### config.mk
export PLATFORM = sky130hd
export DESIGN_NAME = control_unit
export DESIGN_NICKNAME = d
export VERILOG_FILES = /design/src/cpu_pkg.sv /design/src/control_unit.sv
export VERILOG_INCLUDE_DIRS = /design/src /design/src/src
export SDC_FILE = /design/constraint.sdc
export NUM_CORES = 1
export LEC_CHECK = 0
export BUFFER_PORTS_ARGS = -buffer_cell sky130_fd_sc_hd__buf_2
export CORE_ASPECT_RATIO = 0.75
export CORE_MARGIN = 3
export CORE_UTILIZATION = 39
export DETAILED_ROUTE_END_ITERATION = 10
export PLACE_DENSITY = 0.8
export SLEW_MARGIN = 20
export SYNTH_ARGS = -nofsm -noshare
export SYNTH_HDL_FRONTEND = slang
export SYNTH_SLANG_ARGS = --single-unit
### constraint.sdc
create_clock -name clk -period 1.67 [get_ports clk]
set_input_delay 0.334 -clock clk [delete_from_list [all_inputs] [get_ports clk]]
set_output_delay 0.334 -clock clk [all_outputs]
set_load 0.01 [all_outputs]
### src/cpu_defines.svh
`ifndef CPU_DEFINES_SVH
`define CPU_DEFINES_SVH

// data and instruction words share one width
`define CPU_WORD_W 16
`define CPU_ADDR_W 8

`define CPU_IM_DEPTH 256
`define CPU_DM_DEPTH 256

// opcode sits in ir[15:10], operand address in ir[7:0]
`define CPU_OPC_LSB 10

`endif

### src/cpu_pkg.sv
`include "cpu_defines.svh"

package cpu_pkg;

    typedef enum logic [5:0] {
        op_nop    = 6'd0,
        op_ldac   = 6'd1,
        op_ldiac  = 6'd2,
        op_stac   = 6'd3,
        op_mvacar = 6'd4,
        op_mvacr  = 6'd5,
        op_mvacr1 = 6'd6,
        op_mvacr2 = 6'd7,
        op_mvacr3 = 6'd8,
        op_mvacr4 = 6'd9,
        op_mvr1ac = 6'd10,
        op_mvr2ac = 6'd11,
        op_mvr3ac = 6'd12,
        op_mvr4ac = 6'd13,
        op_add    = 6'd14,
        op_sub    = 6'd15,
        op_mult   = 6'd16,
        op_lshift = 6'd17,
        op_inac   = 6'd18,
        op_clac   = 6'd19,
        op_jpnz   = 6'd20,
        op_jmpz   = 6'd21,
        op_endop  = 6'd22
    } opcode_e;

    typedef enum logic [4:0] {
        st_idle,
        st_start,
        st_fetch1,
        st_fetch2,
        st_ldac1,
        st_ldac2,
        st_ldiac1,
        st_ldiac2,
        st_exec1, // all single cycle opcodes
        st_jump1,
        st_endop1
    } state_e;

    typedef enum logic [3:0] {
        src_none,
        src_im,
        src_dm,
        src_ac,
        src_r,
        src_r1,
        src_r2,
        src_r3,
        src_r4,
        src_ir_operand
    } bus_src_e;

    typedef enum logic [2:0] {
        alu_pass,
        alu_add,
        alu_sub,
        alu_mult,
        alu_lshift
    } alu_op_e;

    typedef struct packed {
        logic pc;
        logic ar;
        logic ir;
        logic ac;
        logic r;
        logic r1;
        logic r2;
        logic r3;
        logic r4;
        logic dm;
    } reg_mask_t;

    typedef struct packed {
        bus_src_e  bus_src;
        alu_op_e   alu_op;
        logic      alu_to_ac;
        reg_mask_t write_en;
        reg_mask_t inc_en;
        reg_mask_t clr_en;
    } ctrl_t;

    typedef struct packed {
        logic                   valid;
        logic                   we;
        logic                   sel_dm; // 0 selects instruction memory
        logic [`CPU_ADDR_W-1:0] addr;
        logic [`CPU_WORD_W-1:0] wdata;
    } host_req_t;

endpackage

### src/control_unit.sv
`include "cpu_defines.svh"

module control_unit (
    input  logic                   clk,
    input  logic                   rst,
    input  logic                   start,
    input  logic [`CPU_WORD_W-1:0] ir,
    input  logic                   zero,
    output cpu_pkg::ctrl_t         ctrl,
    output logic                   busy,
    output logic                   done
);

    cpu_pkg::state_e  state;
    cpu_pkg::state_e  state_nxt;
    cpu_pkg::opcode_e opcode;

    assign opcode = cpu_pkg::opcode_e'(ir[`CPU_OPC_LSB +: $bits(cpu_pkg::opcode_e)]);

    always_ff @(posedge clk) begin
        if (rst) begin
            state <= cpu_pkg::st_idle;
        end else begin
            state <= state_nxt;
        end
    end

    assign busy = (state != cpu_pkg::st_idle);
    assign done = (state == cpu_pkg::st_endop1);

    always_comb begin
        state_nxt = state;
        case (state)
            cpu_pkg::st_idle: begin
                if (start) begin
                    state_nxt = cpu_pkg::st_start;
                end
            end
            cpu_pkg::st_start:  state_nxt = cpu_pkg::st_fetch1;
            cpu_pkg::st_fetch1: state_nxt = cpu_pkg::st_fetch2;
            cpu_pkg::st_fetch2: begin
                case (opcode) // ir was loaded in fetch1
                    cpu_pkg::op_ldac:  state_nxt = cpu_pkg::st_ldac1;
                    cpu_pkg::op_ldiac: state_nxt = cpu_pkg::st_ldiac1;
                    cpu_pkg::op_jpnz,
                    cpu_pkg::op_jmpz:  state_nxt = cpu_pkg::st_jump1;
                    cpu_pkg::op_endop: state_nxt = cpu_pkg::st_endop1;
                    default:           state_nxt = cpu_pkg::st_exec1;
                endcase
            end
            cpu_pkg::st_ldac1:  state_nxt = cpu_pkg::st_ldac2;
            cpu_pkg::st_ldac2:  state_nxt = cpu_pkg::st_fetch1;
            cpu_pkg::st_ldiac1: state_nxt = cpu_pkg::st_ldiac2;
            cpu_pkg::st_ldiac2: state_nxt = cpu_pkg::st_fetch1;
            cpu_pkg::st_exec1:  state_nxt = cpu_pkg::st_fetch1;
            cpu_pkg::st_jump1:  state_nxt = cpu_pkg::st_fetch1;
            cpu_pkg::st_endop1: state_nxt = cpu_pkg::st_idle;
            default:            state_nxt = cpu_pkg::st_idle;
        endcase
    end

    always_comb begin
        ctrl = '0;
        case (state)
            cpu_pkg::st_start: begin
                ctrl.clr_en.pc = 1'b1;
                ctrl.clr_en.ac = 1'b1;
                ctrl.clr_en.r  = 1'b1;
            end
            cpu_pkg::st_fetch1: begin
                ctrl.bus_src     = cpu_pkg::src_im; // im addressed by pc
                ctrl.write_en.ir = 1'b1;
            end
            cpu_pkg::st_fetch2: begin
                ctrl.inc_en.pc = 1'b1;
            end
            cpu_pkg::st_ldac1: begin
                ctrl.bus_src     = cpu_pkg::src_ac;
                ctrl.write_en.ar = 1'b1;
            end
            cpu_pkg::st_ldiac1: begin
                ctrl.bus_src     = cpu_pkg::src_ir_operand;
                ctrl.write_en.ar = 1'b1;
            end
            cpu_pkg::st_ldac2,
            cpu_pkg::st_ldiac2: begin
                ctrl.bus_src     = cpu_pkg::src_dm; // dm addressed by ar
                ctrl.write_en.ac = 1'b1;
            end
            cpu_pkg::st_jump1: begin
                if ((opcode == cpu_pkg::op_jpnz && !zero) ||
                    (opcode == cpu_pkg::op_jmpz && zero)) begin
                    ctrl.bus_src     = cpu_pkg::src_ir_operand;
                    ctrl.write_en.pc = 1'b1;
                end
            end
            cpu_pkg::st_exec1: begin
                case (opcode)
                    cpu_pkg::op_stac: begin
                        ctrl.bus_src     = cpu_pkg::src_ac;
                        ctrl.write_en.dm = 1'b1;
                    end
                    cpu_pkg::op_mvacar: begin
                        ctrl.bus_src     = cpu_pkg::src_ac;
                        ctrl.write_en.ar = 1'b1;
                    end
                    cpu_pkg::op_mvacr: begin
                        ctrl.bus_src    = cpu_pkg::src_ac;
                        ctrl.write_en.r = 1'b1;
                    end
                    cpu_pkg::op_mvacr1: begin
                        ctrl.bus_src     = cpu_pkg::src_ac;
                        ctrl.write_en.r1 = 1'b1;
                    end
                    cpu_pkg::op_mvacr2: begin
                        ctrl.bus_src     = cpu_pkg::src_ac;
                        ctrl.write_en.r2 = 1'b1;
                    end
                    cpu_pkg::op_mvacr3: begin
                        ctrl.bus_src     = cpu_pkg::src_ac;
                        ctrl.write_en.r3 = 1'b1;
                    end
                    cpu_pkg::op_mvacr4: begin
                        ctrl.bus_src     = cpu_pkg::src_ac;
                        ctrl.write_en.r4 = 1'b1;
                    end
                    cpu_pkg::op_mvr1ac: begin
                        ctrl.bus_src     = cpu_pkg::src_r1;
                        ctrl.write_en.ac = 1'b1;
                    end
                    cpu_pkg::op_mvr2ac: begin
                        ctrl.bus_src     = cpu_pkg::src_r2;
                        ctrl.write_en.ac = 1'b1;
                    end
                    cpu_pkg::op_mvr3ac: begin
                        ctrl.bus_src     = cpu_pkg::src_r3;
                        ctrl.write_en.ac = 1'b1;
                    end
                    cpu_pkg::op_mvr4ac: begin
                        ctrl.bus_src     = cpu_pkg::src_r4;
                        ctrl.write_en.ac = 1'b1;
                    end
                    cpu_pkg::op_add: begin
                        ctrl.alu_op    = cpu_pkg::alu_add;
                        ctrl.alu_to_ac = 1'b1;
                    end
                    cpu_pkg::op_sub: begin
                        ctrl.alu_op    = cpu_pkg::alu_sub;
                        ctrl.alu_to_ac = 1'b1;
                    end
                    cpu_pkg::op_mult: begin
                        ctrl.alu_op    = cpu_pkg::alu_mult;
                        ctrl.alu_to_ac = 1'b1;
                    end
                    cpu_pkg::op_lshift: begin
                        ctrl.alu_op    = cpu_pkg::alu_lshift;
                        ctrl.alu_to_ac = 1'b1;
                    end
                    cpu_pkg::op_inac: ctrl.inc_en.ac = 1'b1;
                    cpu_pkg::op_clac: ctrl.clr_en.ac = 1'b1;
                    default: ; // nop and unlisted codes
                endcase
            end
            default: ;
        endcase
    end

    // endop1 is left for idle on the very next edge
    a_done_single: assert property (@(posedge clk) disable iff (rst) done |=> !done)
        else $error("done held high for two cycles");

    a_bus_one_target: assert property (@(posedge clk) disable iff (rst)
        $onehot0(ctrl.write_en))
        else $error("more than one bus target written in one cycle");

endmodule

* Word level (Yosys, flattened, before mapping)
Cells that the tools add are included.
** Storage, ports and cells
- Logic and storage cells :: 74
- Bits in registers :: 5
- Input port bits :: 20
- Output and inout bits :: 40
** Operators by class
- Mux-type cells :: 28
- Equal/unequal tests :: 33
- Reduce and logical (&&, ||, !) cells :: 12
** Operators by type and width (count)
- $eq 6x4->1 const B :: 8
- $eq 6x5->1 const B :: 7
- $pmux 4 s4 :: 2
- $pmux 5 s6 :: 1
- $eq 6x3->1 const B :: 4
- $pmux 4 s6 :: 1
- $eq 5x3->1 const B :: 4
- $pmux 4 s5 :: 1
- $mux 1 :: 16
- $eq 5x4->1 const B :: 3
- $eq 6x2->1 const B :: 2
- $eq 5x2->1 const B :: 2
- $mux 4 :: 2
- $reduce_or 7->1 :: 1
- $eq 6x1->1 const B :: 1
- $mux 6 :: 1
- $pmux 1 s2 :: 3
- $reduce_or 2->1 :: 3
- $eq 5x1->1 const B :: 1
- $logic_not 5->1 :: 1
- $mux 5 :: 1
- $reduce_bool 5->1 :: 1
- $reduce_or 5->1 :: 1
- $reduce_or 4->1 :: 1
- other kinds (4) :: 5

* Logic depth before layout (Yosys ltp)
- Depth in word-level cells :: 5
- Gate-level depth with buffers :: 5
- Gate-level depth less buffers :: 5

* Least setup slack after synthesis
Ideal clock, no wire load.
- Kind :: register to output
- Start point :: register state[0]
- End point :: output port ctrl[20] (netlist bit)
- Arrival :: 1358 ps
- Cell stages (with the launch flop) :: 4
- Required time :: 1336 ps
- Buffers on the path :: 0
- Path slack :: -22 ps
- Cells stage by stage :: dfxtp_1 -> nor4b_2 -> nand2_1 -> nor4_1
** RTL lines
- from (decl) :: line control_unit.sv:14 : cpu_pkg::state_e state;
- from (signal assigned) :: line control_unit.sv:22 : state <= cpu_pkg::st_idle;
- from (signal assigned) :: line control_unit.sv:24 : state <= state_nxt;
- to (decl) :: line control_unit.sv:9 : output cpu_pkg::ctrl_t ctrl,

==> metrics.txt <==
I/O pin total 60; pwr dens 400 mW/mm^2; register area share after synthesis 0.106; routed len/inst 13.6 um; die area 0.00250 mm^2; dpl ws -79.6 ps; Largest Register state; register area 87.6 um^2; Final WS setup -200 ps; critical path class reg -> out; RD Place Congestion 0.830; Peak supply drop 0.000220 V; final hold viol count 0; compound-gate portion of the synthesized area 0.199; worst skew pair latency 250 ps; skew final 10.8 ps; cts-stage hold buffer count 0; WL final 2.47 mm; Yosys warning count 0; CP bufs+invs 2; setup violators final 21; NetSw 0.000183 W; largest family of logic cells by synthesized area simple AND/OR/NAND/NOR gates; Int Pwr 0.000287 W; first-pass GRT wire length 3.60 mm; via count 952; max incr delay on CP 350 ps; number of global-route vias before repair 849; CP max stage cell dfxtp_4; synthesized area per cell 7.04 um^2; Combinational Power Share 0.492; CP delay by family, top simple AND/OR/NAND/NOR gates; iteration count of the initial detailed-routing pass 5; DR DRC count 0; FILL cells 145; P&R area growth vs syn 55.8%; WP data arrival 1540 ps; max_cap viols 0; Worst-path clk slew 40 ps; Top Registers state x4; Buffers on Ports 34; max-slew violations 0; CTS max path bufs 2; final core occ 0.662; Core Rows 13; Largest register FFs 4; drt initial violations 22; setup TNS -1800 ps; final cell count without fillers 181; # diodes 0; WP data required 1340 ps; adder-cell share of the synthesized area 0; critical path capture point type output pin; count leader, synth buf_4; post-route ant nets 0; Worst Hold Class in -> reg; synth cell count leaders buf_4 (16), nor2_1 (14), a21oi_1 (5), buf_2 (5); crit-path cells nor4b_4, buf_6, nand4_1, o21bai_1, buf_2; dpl cells 173; Post-synth EDFFs 0; core area 0.00177 mm^2; mux share of post-synthesis cell area 0; RSZ-0062 raised after global routing true; Post-Synth Simple-Gate Area 0.405; Die W 56.7 um; CTS tree done; Mapped Area 753 um^2; fin crit share 1.12; Post-Synthesis Cells 107; Cell variety after synth 45; Switching Share 0.389; Fmax 0.535 GHz; status finished with violations; area occupied by multi-input gates 641 um^2; dominant cell type by area after synthesis buf_4; LEAKAGE 0.567 nW; Die H 44.1 um; total CTS buffers 3; area share of the largest cell type after synthesis 0.159; Synth Area in XOR/XNOR 0.0465; largest net degree at the start of global routing 13; Tmin final 1870 ps; Startpoint Class flip-flop; initial antenna violation count 0; top cells by area, synth buf_4 (16%), dfxtp_1 (11%), nor2_1 (7.0%); CP Max Fanout 6; share of post-route cells with drive strength above 1 0.547; Nets 181; Clock power frac 0.271; Initial Util 0.425; commonest register cell after synthesis dfxtp_1; gr ovfl total 0; failing checks negative setup slack; DP HPWL 1.82 mm; gr usage total 0.181; Vias/cell 5.26; sequential power share 0.237; clock root buffer clkbuf_4; htree depth 1; Synth Register Bits 4; clock sinks 4; asr flop ratio synth 0
[layer usage]
metal	track usage	vias up	part of all wire
li1	-	456	-
met1	0.226	449	0.43
met2	0.311	43	0.48
met3	0.0350	4	0.076
met4	0.0741	0	0.015
met5	0	-	0
[worst paths after layout]
kind	start	end	slack, ps	cells after the start
max	state[0]$_SDFFE_PP0P_	ctrl[6]	-200	5
max reg2reg	state[1]$_SDFFE_PP0P_	state[1]$_SDFFE_PP0P_	150	4
min	rst	state[3]$_SDFFE_PP0P_	390	4
min reg2reg	state[3]$_SDFFE_PP0P_	state[3]$_SDFFE_PP0P_	570	2
[tightest hold or removal path: cells and delay by family]
family / cells / cell delay (ps)
AO/OA/AOI/OAI: 2 / 150
buffers and inverters: 2 / 110
[layout by cell type, fill, tap and decap left out, types with 3 or more instances in the layout]
| master | synthesis | final |
|---|---|---|
| dfxtp_2 | 0 | 3 |
| clkbuf_4 | 0 | 3 |
| conb_1 | 1 | 15 |
| nor2b_1 | 3 | 3 |
| nor2_1 | 14 | 13 |
| a21oi_1 | 5 | 4 |
| buf_2 | 5 | 31 |
| inv_1 | 4 | 4 |
| buf_4 | 16 | 21 |
| buf_6 | 1 | 5 |
| nand2_1 | 4 | 4 |
| nand4_1 | 3 | 3 |
| nand2b_1 | 4 | 4 |
| o21ai_0 | 3 | 3 |
[cell type report]
cell class                      instances  area share
Sequential cell                         4      0.0746
Timing Repair Buffer                   57       0.314
Clock buffer                            3      0.0192
Tap cell                               22      0.0235
Inverter                                6      0.0224
Multi-Input combinational cell         89       0.546
[through the flow]
stage	area, um^2	hold WS (ps)	power [W]
floorplan	815	518	0.000254
global placement	991	594	0.000298
detailed placement	991	608	0.000305
CTS	1080	389	0.000448
global route	1170	413	0.000501
finish	1170	392	0.000469
[cells by family after synthesis]
| kind of cell | Yosys count |
|---|---|
| AND/OR/NAND/NOR | 49 |
| other | 1 |
| buffers and inverters | 28 |
| AO/OA/AOI/OAI | 21 |
| flip-flops | 4 |
| XOR/XNOR | 4 |
[power groups by stage]
stage	combinational, W	clock [W]	sequential (W)
2_1_floorplan	0.000141	0	0.000114
3_3_place_gp	0.000187	0	0.000111
3_5_place_dp	0.000193	0	0.000112
4_1_cts	0.000205	0.000132	0.000112
5_1_grt	0.000249	0.000140	0.000112
6_report	0.000231	0.000127	0.000111
[timing repair]
item / CTS / global route
cloned: 0 / 0
resized for setup: 12 / 15
setup endpoints to repair: 23 / 23
setup buffers: 3 / 2
pin swaps: 11 / 10
(Power assumes the default switching activity.)
