<file path="src/cpu_defines.svh">
`ifndef CPU_DEFINES_SVH
`define CPU_DEFINES_SVH

// data and instruction words share one width
`define CPU_WORD_W 16
`define CPU_ADDR_W 8

`define CPU_IM_DEPTH 256
`define CPU_DM_DEPTH 256

// opcode sits in ir[15:10], operand address in ir[7:0]
`define CPU_OPC_LSB 10

`endif

</file>
<file path="src/cpu_pkg.sv">
`include "cpu_defines.svh"

package cpu_pkg;

    typedef enum logic [5:0] {
        op_nop    = 6'd0,
        op_ldac   = 6'd1,
        op_ldiac  = 6'd2,
        op_stac   = 6'd3,
        op_mvacar = 6'd4,
        op_mvacr  = 6'd5,
        op_mvacr1 = 6'd6,
        op_mvacr2 = 6'd7,
        op_mvacr3 = 6'd8,
        op_mvacr4 = 6'd9,
        op_mvr1ac = 6'd10,
        op_mvr2ac = 6'd11,
        op_mvr3ac = 6'd12,
        op_mvr4ac = 6'd13,
        op_add    = 6'd14,
        op_sub    = 6'd15,
        op_mult   = 6'd16,
        op_lshift = 6'd17,
        op_inac   = 6'd18,
        op_clac   = 6'd19,
        op_jpnz   = 6'd20,
        op_jmpz   = 6'd21,
        op_endop  = 6'd22
    } opcode_e;

    typedef enum logic [4:0] {
        st_idle,
        st_start,
        st_fetch1,
        st_fetch2,
        st_ldac1,
        st_ldac2,
        st_ldiac1,
        st_ldiac2,
        st_exec1, // all single cycle opcodes
        st_jump1,
        st_endop1
    } state_e;

    typedef enum logic [3:0] {
        src_none,
        src_im,
        src_dm,
        src_ac,
        src_r,
        src_r1,
        src_r2,
        src_r3,
        src_r4,
        src_ir_operand
    } bus_src_e;

    typedef enum logic [2:0] {
        alu_pass,
        alu_add,
        alu_sub,
        alu_mult,
        alu_lshift
    } alu_op_e;

    typedef struct packed {
        logic pc;
        logic ar;
        logic ir;
        logic ac;
        logic r;
        logic r1;
        logic r2;
        logic r3;
        logic r4;
        logic dm;
    } reg_mask_t;

    typedef struct packed {
        bus_src_e  bus_src;
        alu_op_e   alu_op;
        logic      alu_to_ac;
        reg_mask_t write_en;
        reg_mask_t inc_en;
        reg_mask_t clr_en;
    } ctrl_t;

    typedef struct packed {
        logic                   valid;
        logic                   we;
        logic                   sel_dm; // 0 selects instruction memory
        logic [`CPU_ADDR_W-1:0] addr;
        logic [`CPU_WORD_W-1:0] wdata;
    } host_req_t;

endpackage

</file>
<file path="src/datapath.sv">
`include "cpu_defines.svh"

module datapath (
    input  logic                   clk,
    input  logic                   rst,
    input  cpu_pkg::ctrl_t         ctrl,
    input  logic [`CPU_WORD_W-1:0] im_rdata,
    input  logic [`CPU_WORD_W-1:0] dm_rdata,
    output logic [`CPU_ADDR_W-1:0] pc,
    output logic [`CPU_ADDR_W-1:0] ar,
    output logic [`CPU_WORD_W-1:0] ac,
    output logic [`CPU_WORD_W-1:0] ir,
    output logic                   zero
);

    localparam int PAD_W = `CPU_WORD_W - `CPU_ADDR_W;

    logic [`CPU_WORD_W-1:0] r;
    logic [`CPU_WORD_W-1:0] r1;
    logic [`CPU_WORD_W-1:0] r2;
    logic [`CPU_WORD_W-1:0] r3;
    logic [`CPU_WORD_W-1:0] r4;

    logic [`CPU_WORD_W-1:0] bus;
    logic [`CPU_WORD_W-1:0] alu_result;
    logic [`CPU_WORD_W-1:0] ac_d;
    logic                   ac_we;
    logic [`CPU_WORD_W-1:0] pc_nxt;
    logic [`CPU_WORD_W-1:0] ar_nxt;

    // clear wins over increment, increment over load
    function automatic logic [`CPU_WORD_W-1:0] reg_next(
        input logic [`CPU_WORD_W-1:0] cur,
        input logic [`CPU_WORD_W-1:0] d,
        input logic                   clr,
        input logic                   inc,
        input logic                   we
    );
        if (clr) begin
            return '0;
        end else if (inc) begin
            return cur + 1'b1;
        end else if (we) begin
            return d;
        end
        return cur;
    endfunction

    always_comb begin
        case (ctrl.bus_src)
            cpu_pkg::src_im:         bus = im_rdata;
            cpu_pkg::src_dm:         bus = dm_rdata;
            cpu_pkg::src_ac:         bus = ac;
            cpu_pkg::src_r:          bus = r;
            cpu_pkg::src_r1:         bus = r1;
            cpu_pkg::src_r2:         bus = r2;
            cpu_pkg::src_r3:         bus = r3;
            cpu_pkg::src_r4:         bus = r4;
            cpu_pkg::src_ir_operand: bus = {{PAD_W{1'b0}}, ir[`CPU_ADDR_W-1:0]};
            default:                 bus = '0;
        endcase
    end

    always_comb begin
        case (ctrl.alu_op)
            cpu_pkg::alu_add:    alu_result = ac + r;
            cpu_pkg::alu_sub:    alu_result = ac - r;
            cpu_pkg::alu_mult:   alu_result = ac * r; // low 16 bits kept
            cpu_pkg::alu_lshift: alu_result = {ac[`CPU_WORD_W-2:0], 1'b0};
            default:             alu_result = bus;
        endcase
    end

    assign ac_d  = ctrl.alu_to_ac ? alu_result : bus;
    assign ac_we = ctrl.write_en.ac | ctrl.alu_to_ac;

    assign pc_nxt = reg_next({{PAD_W{1'b0}}, pc}, bus,
                             ctrl.clr_en.pc, ctrl.inc_en.pc, ctrl.write_en.pc);
    assign ar_nxt = reg_next({{PAD_W{1'b0}}, ar}, bus,
                             ctrl.clr_en.ar, ctrl.inc_en.ar, ctrl.write_en.ar);

    always_ff @(posedge clk) begin
        if (rst) begin
            pc <= '0;
            ar <= '0;
            ir <= '0;
            ac <= '0;
            r  <= '0;
            r1 <= '0;
            r2 <= '0;
            r3 <= '0;
            r4 <= '0;
        end else begin
            pc <= pc_nxt[`CPU_ADDR_W-1:0];
            ar <= ar_nxt[`CPU_ADDR_W-1:0];
            ir <= reg_next(ir, bus, ctrl.clr_en.ir, ctrl.inc_en.ir, ctrl.write_en.ir);
            ac <= reg_next(ac, ac_d, ctrl.clr_en.ac, ctrl.inc_en.ac, ac_we);
            r  <= reg_next(r, bus, ctrl.clr_en.r, ctrl.inc_en.r, ctrl.write_en.r);
            r1 <= reg_next(r1, bus, ctrl.clr_en.r1, ctrl.inc_en.r1, ctrl.write_en.r1);
            r2 <= reg_next(r2, bus, ctrl.clr_en.r2, ctrl.inc_en.r2, ctrl.write_en.r2);
            r3 <= reg_next(r3, bus, ctrl.clr_en.r3, ctrl.inc_en.r3, ctrl.write_en.r3);
            r4 <= reg_next(r4, bus, ctrl.clr_en.r4, ctrl.inc_en.r4, ctrl.write_en.r4);
        end
    end

    assign zero = (ac == '0);

endmodule

</file>
<file path="config.mk">
export PLATFORM = sky130hd
export DESIGN_NAME = datapath
export DESIGN_NICKNAME = d
export VERILOG_FILES = /design/src/cpu_pkg.sv /design/src/datapath.sv
export VERILOG_INCLUDE_DIRS = /design/src /design/src/src
export SDC_FILE = /design/constraint.sdc
export NUM_CORES = 1
export LEC_CHECK = 0
export ABC_AREA = 1
export BUFFER_PORTS_ARGS = -buffer_cell sky130_fd_sc_hd__buf_4
export CAP_MARGIN = 10
export CORE_MARGIN = 3
export CORE_UTILIZATION = 45
export CTS_CLUSTER_DIAMETER = 80
export DETAILED_ROUTE_END_ITERATION = 16
export PLACE_DENSITY_LB_ADDON = 0.15
export SLEW_MARGIN = 20
export SYNTH_ARGS = -nofsm -noshare
export SYNTH_HDL_FRONTEND = slang
export SYNTH_SLANG_ARGS = --single-unit
</file>
<file path="constraint.sdc">
create_clock -name clk -period 6.05 [get_ports clk]
set_input_delay 0.605 -clock clk [delete_from_list [all_inputs] [get_ports clk]]
set_output_delay 0.605 -clock clk [all_outputs]
set_load 0.02 [all_outputs]
</file>
# Word-level counts from Yosys, hierarchy flattened
# Index checks and enable logic that the tools add are counted.
# word_totals
regBits	128
input_bits	72
out_inout_bits	49
# op_classes
add_sub_neg	11
multipliers	1
eq_ne	13
n_mux	64
n_bitwise	1
reduce_logical	1
# op_table
cell	n
$mux 16	22
$pmux 16 s9	1
$add 16x1->16 const B	7
$pmux 16 s4	1
$mux 8	6
$mux 1	34
$add 16x16->16	1
$add 8x1->8 const B	2
$eq 4x3->1 const B	4
$logic_not 16->1	1
$mul 16x16->16	1
$sub 16x16->16	1
$eq 4x2->1 const B	2
$eq 4x4->1 const B	2
$eq 3x2->1 const B	2
$eq 4x1->1 const B	1
$eq 3x1->1 const B	1
$eq 3x3->1 const B	1
$or 1x1->1	1

# Depth between registers and ports, before layout
# logic_depth
word_depth	7
depth_mapped	32
depth_no_buf	30

# Least setup slack after synthesis
# Ideal clock, no wire load.
# synth_path
path_kind	register -> register
startpoint	register ac[5]
endpoint	register ac[14]
setup_ns	0.132
arrival_ns	5.509
setup_slack_ns	0.409
path_stages_with_launch	31
path_buffers	2
period_less_slack_ns	5.641
path_cell_list	dfxtp_1 -> clkbuf_1 -> clkbuf_1 -> nand2_1 -> inv_1 -> fa_1 -> inv_1 -> fa_1 -> fa_1 -> fa_1 -> inv_1 -> fa_1 -> inv_1 -> fa_1 -> inv_1 -> ha_1 -> nand2_1 -> nor3_1 -> nand3_1 -> nand3_1 -> nand2_1 -> nand2_1 -> nand2_1 -> nand2_1 -> a21oi_1 -> o21ai_0 -> o211ai_1 -> nand2_1 -> nand2_1 -> nand2_1 -> a21oi_1
# synth_between
elab_chain_len	6
word_cells_on_any_way	9
classes_between	add/sub: 3; mul: 1; mux: 5
# synth_lines
element	line_no	source
start: declaration	datapath.sv:11	output logic [`CPU_WORD_W-1:0] ac,
start signal: assignment	datapath.sv:97	ac <= reg_next(ac, ac_d, ctrl.clr_en.ac, ctrl.inc_en.ac, ac_we);
$mul 16x16->16, or another cell as far along	datapath.sv:68	cpu_pkg::alu_mult: alu_result = ac * r;
$pmux 16 s4	datapath.sv:65	case (ctrl.alu_op)
$mux 16	datapath.sv:74	assign ac_d = ctrl.alu_to_ac ? alu_result : bus;
$mux 16	datapath.sv:43	end else if (we) begin
$mux 16 *	datapath.sv:41	end else if (inc) begin
$mux 16 *	datapath.sv:39	if (clr) begin
# Mark *: on every way between the ends. The rest lies on a longest branch, timed or not. The select of a mux whose other input is x is not followed.
# A chain may end at the register's enable or synchronous reset.

# Final worst setup path
# layout_path
startpoint	register ac[8]
endpoint	register ac[15]
# The elaborated chain is that of the path after synthesis.

==> summary.md <==
| Metric | Value |
|---|---|
| Maxcap violations | `0` |
| DP HPWL | `38800 um` |
| Peak supply drop | `185 uV` |
| Slew headroom | `0.272` |
| Static leakage | `7.76 nW` |
| Clock buffer depth | `2` |
| Via count | `approximately 16000` |
| R2r setup slk | `0.39 ns` |
| Critical path type | `reg -> reg` |
| Post-route cell area | `16600 um^2` |
| Drt drc | `0` |
| Clock Skews | `0.0104 ns` |
| Reg2Reg Launch Point | `ac[8]$_SDFFE_PP0P_` |
| Postcts setup bufs | `0` |
| Wire per inst | `around 18 um` |
| Post-Route WL | `51100 um` |
| IO Pins | `121` |
| Most frequent cells in the layout | `nand2_1, inv_1, a21oi_1` |
| CP arrival | `6.03 ns` |
| IO buf count | `117` |
| Switching Fraction | `0.352` |
| RSZ-0062 raised after global routing | `no` |
| Setup Viol. Count Final | `0` |
| H-tree levels | `4` |
| Post-synth cell types | `50` |
| Fillers | `around 3300` |
| Synth Instances | `roughly 2300` |
| CTS resizes | `0` |
| Fraction of layout cells with a size suffix above 1 | `0.125` |
| Final ANT Viol Nets | `0` |
| Seq pwr share | `0.343` |
| Post-synth EDFFs | `0` |
| Post-Place Setup Slack | `about 0.21 ns` |
| Worst EP required | `6.42 ns` |
| Commonest non-fill, non-tap cell in the layout | `nand2_1` |
| CTS tree | `yes` |
| Synthesized Nets | `2527` |
| Die span in y | `186 um` |
| Warnings from Yosys | `0` |
| Switching pwr | `0.959 mW` |
| Vias/cell | `5.52` |
| Reg2reg path depth | `26` |
| FMAX | `177 MHz` |
| Clock share of power | `0.409` |
| GRT overflow | `0` |
| Tmin final | `5.66 ns` |
| PwrDens | `~160 nW/um^2` |
| Hold_buf cts | `0` |
| Crit Path Max Fanout | `7` |
| Hold crit path type | `in -> reg` |
| Worst skew pair latency | `0.44 ns` |
| Reg2Reg Capture Point | `ac[15]$_SDFFE_PP0P_` |
| CP Launch Point | `ac[8]$_SDFFE_PP0P_` |
| Worst hold stages | `4` |
| Fin Hold WS | `approximately 0.44 ns` |
| Initial Util | `0.460` |
| # rows | `65` |
| Vias in the first global route | `between 10000 and 15000` |
| Syn Area/Cell | `6.37 um^2` |
| Total CTS buffers | `17` |
| Worst Hold Path EP | `pc[0]$_SDFFE_PP0P_` |
| Largest net degree at the start of global routing | `87` |
| Worst-path clk slew | `0.07 ns` |
| Die area | `34700 um^2` |
| Cells after DPL | `2795` |
| Total Nets Final | `between 2000 and 3000` |
| Worst setup SP type | `register` |
| Least-Margin Pin Slew | `between 1 and 1.5 ns` |
| Asr flop ratio synth | `0` |
| Final total power | `~2.7 mW` |
| Final core utilization | `0.523` |
| Comb power frac | `0.249` |
| Initial DRC count | `1499` |
| Period utilisation layout | `0.935` |
| First-pass DRT Iterations | `8` |
| Placer Congestion | `between 1 and 1.5` |
| Synth Flop Type | `dfxtp_1` |
| Area Overhead vs Synth | `13.6%` |
| Hold Startpoint | `ctrl[29]` |
| CP Capture Type | `register` |
| Status | `completed` |
| Setup WS post-layout | `0.393 ns` |
| Clk root buf | `clkbuf_16` |
| Post-DP Area | `16000 um^2` |
| Final hold vios | `0` |
| Gr usage total | `0.287` |
| Clock Sinks | `about 130` |
| Setup TNS | `0 ns` |
| Die Wd | `186 um` |
| Initial antenna violation count | `0` |
| Post-synthesis sequential area ratio | `0.175` |
| Post-Syn Area | `14600 um^2` |
| Global-route wire length before repair | `a little over 80000 um` |
| Cell Int Power | `1.76 mW` |
| Core area | `31800 um^2` |
| Final std cells w/o fill | `between 2000 and 3000` |
| #FFs+latches synth | `128` |
| Slew Limit Fails | `0` |
[state kept, by name (all words and copies together), names as in the netlist]
register  count
ac           16
r1           16
ir           16
pc            8
r4           16
r3           16
r2           16
ar            8
r            16
[layout make-up]
cell class                 instances  area (um^2)  share of cell area
tap                              435          544              0.0327
multi-input combinational       1638        10000               0.604
timing repair buffer             169         1270              0.0763
clock inverter                    14          183              0.0110
sequential                       128         2570               0.154
antenna                            1         2.50            0.000150
clock buffer                      18          429              0.0258
inverter                         425         1600              0.0961
[worst max path at each step]
stage / end / slack (ns) / depth (start not counted)
2_1_floorplan: ac[14]$_SDFFE_PP0P_ / 0.41 / 30
3_3_place_gp: ac[14]$_SDFFE_PP0P_ / 0.27 / 26
3_5_place_dp: ac[14]$_SDFFE_PP0P_ / 0.21 / 26
4_1_cts: ac[14]$_SDFFE_PP0P_ / 0.19 / 26
5_1_grt: ac[15]$_SDFFE_PP0P_ / 0.005 / 26
6_report: ac[15]$_SDFFE_PP0P_ / 0.39 / 26
[cell families (layout without fill, tap and decap cells)]
| family | count (synthesis) | count (layout) | share of synthesized area |
|---|---|---|---|
| compound gates | 494 | 494 | 0.200 |
| xor+xnor | 49 | 49 | 0.0293 |
| fa+ha+maj | 157 | 157 | 0.176 |
| buf+inv | 532 | 626 | 0.141 |
| flops | 128 | 128 | 0.175 |
| other cells | 0 | 1 | 0 |
| simple gates | 938 | 938 | 0.279 |
[power groups by stage]
stage	registers (mW)	logic, mW	clock network, mW
after global routing	0.937	0.749	1.15
after global placement	0.949	0.657	0
after floorplan	0.939	0.432	0
final	0.933	0.678	1.11
after CTS	0.931	0.668	1.12
after detailed placement	0.950	0.665	0
[Yosys cell counts, types with 13 or more instances]
master	count	share of area
buf_2	25	0.0085
ha_1	76	0.065
nand3_1	130	0.044
nor2_1	104	0.027
o22ai_1	28	0.012
a21oi_1	193	0.066
inv_1	374	0.096
fa_1	81	0.11
o211ai_1	95	0.049
clkbuf_1	71	0.018
nor3_1	27	0.0092
a221oi_1	14	0.0084
o21ai_0	78	0.027
xor2_1	42	0.025
o21ai_1	40	0.014
dfxtp_1	128	0.18
nand4_1	13	0.0056
nor3_2	17	0.012
inv_2	42	0.011
nand2_1	607	0.16
o221ai_1	13	0.0078
[critical path, cell delays in order (launching register included)]
cell	delay, ns
dfxtp_1	0.42
nand2_1	0.10
inv_1	0.06
fa_1	0.54
inv_1	0.06
fa_1	0.53
inv_1	0.05
fa_1	0.51
fa_1	0.44
fa_1	0.55
inv_1	0.06
fa_1	0.55
inv_1	0.05
ha_1	0.34
nand2_1	0.09
nor2_1	0.12
nand3_1	0.09
nand3_1	0.14
a21oi_1	0.08
o21bai_1	0.21
nand3b_1	0.14
nand3_1	0.07
nand3_1	0.10
nand2_1	0.07
nand2_1	0.06
nand2_1	0.06
a21oi_2	0.10
[per-layer routing]
| metal | share of wire | vias up | GRT usage |
|---|---|---|---|
| li1 | - | 7589 | - |
| met1 | 0.42 | 7233 | 0.377 |
| met2 | 0.47 | 693 | 0.486 |
| met3 | 0.078 | 101 | 0.0423 |
| met4 | 0.033 | 0 | 0.0992 |
| met5 | 0 | - | 0 |
(Power assumes the default switching activity.)
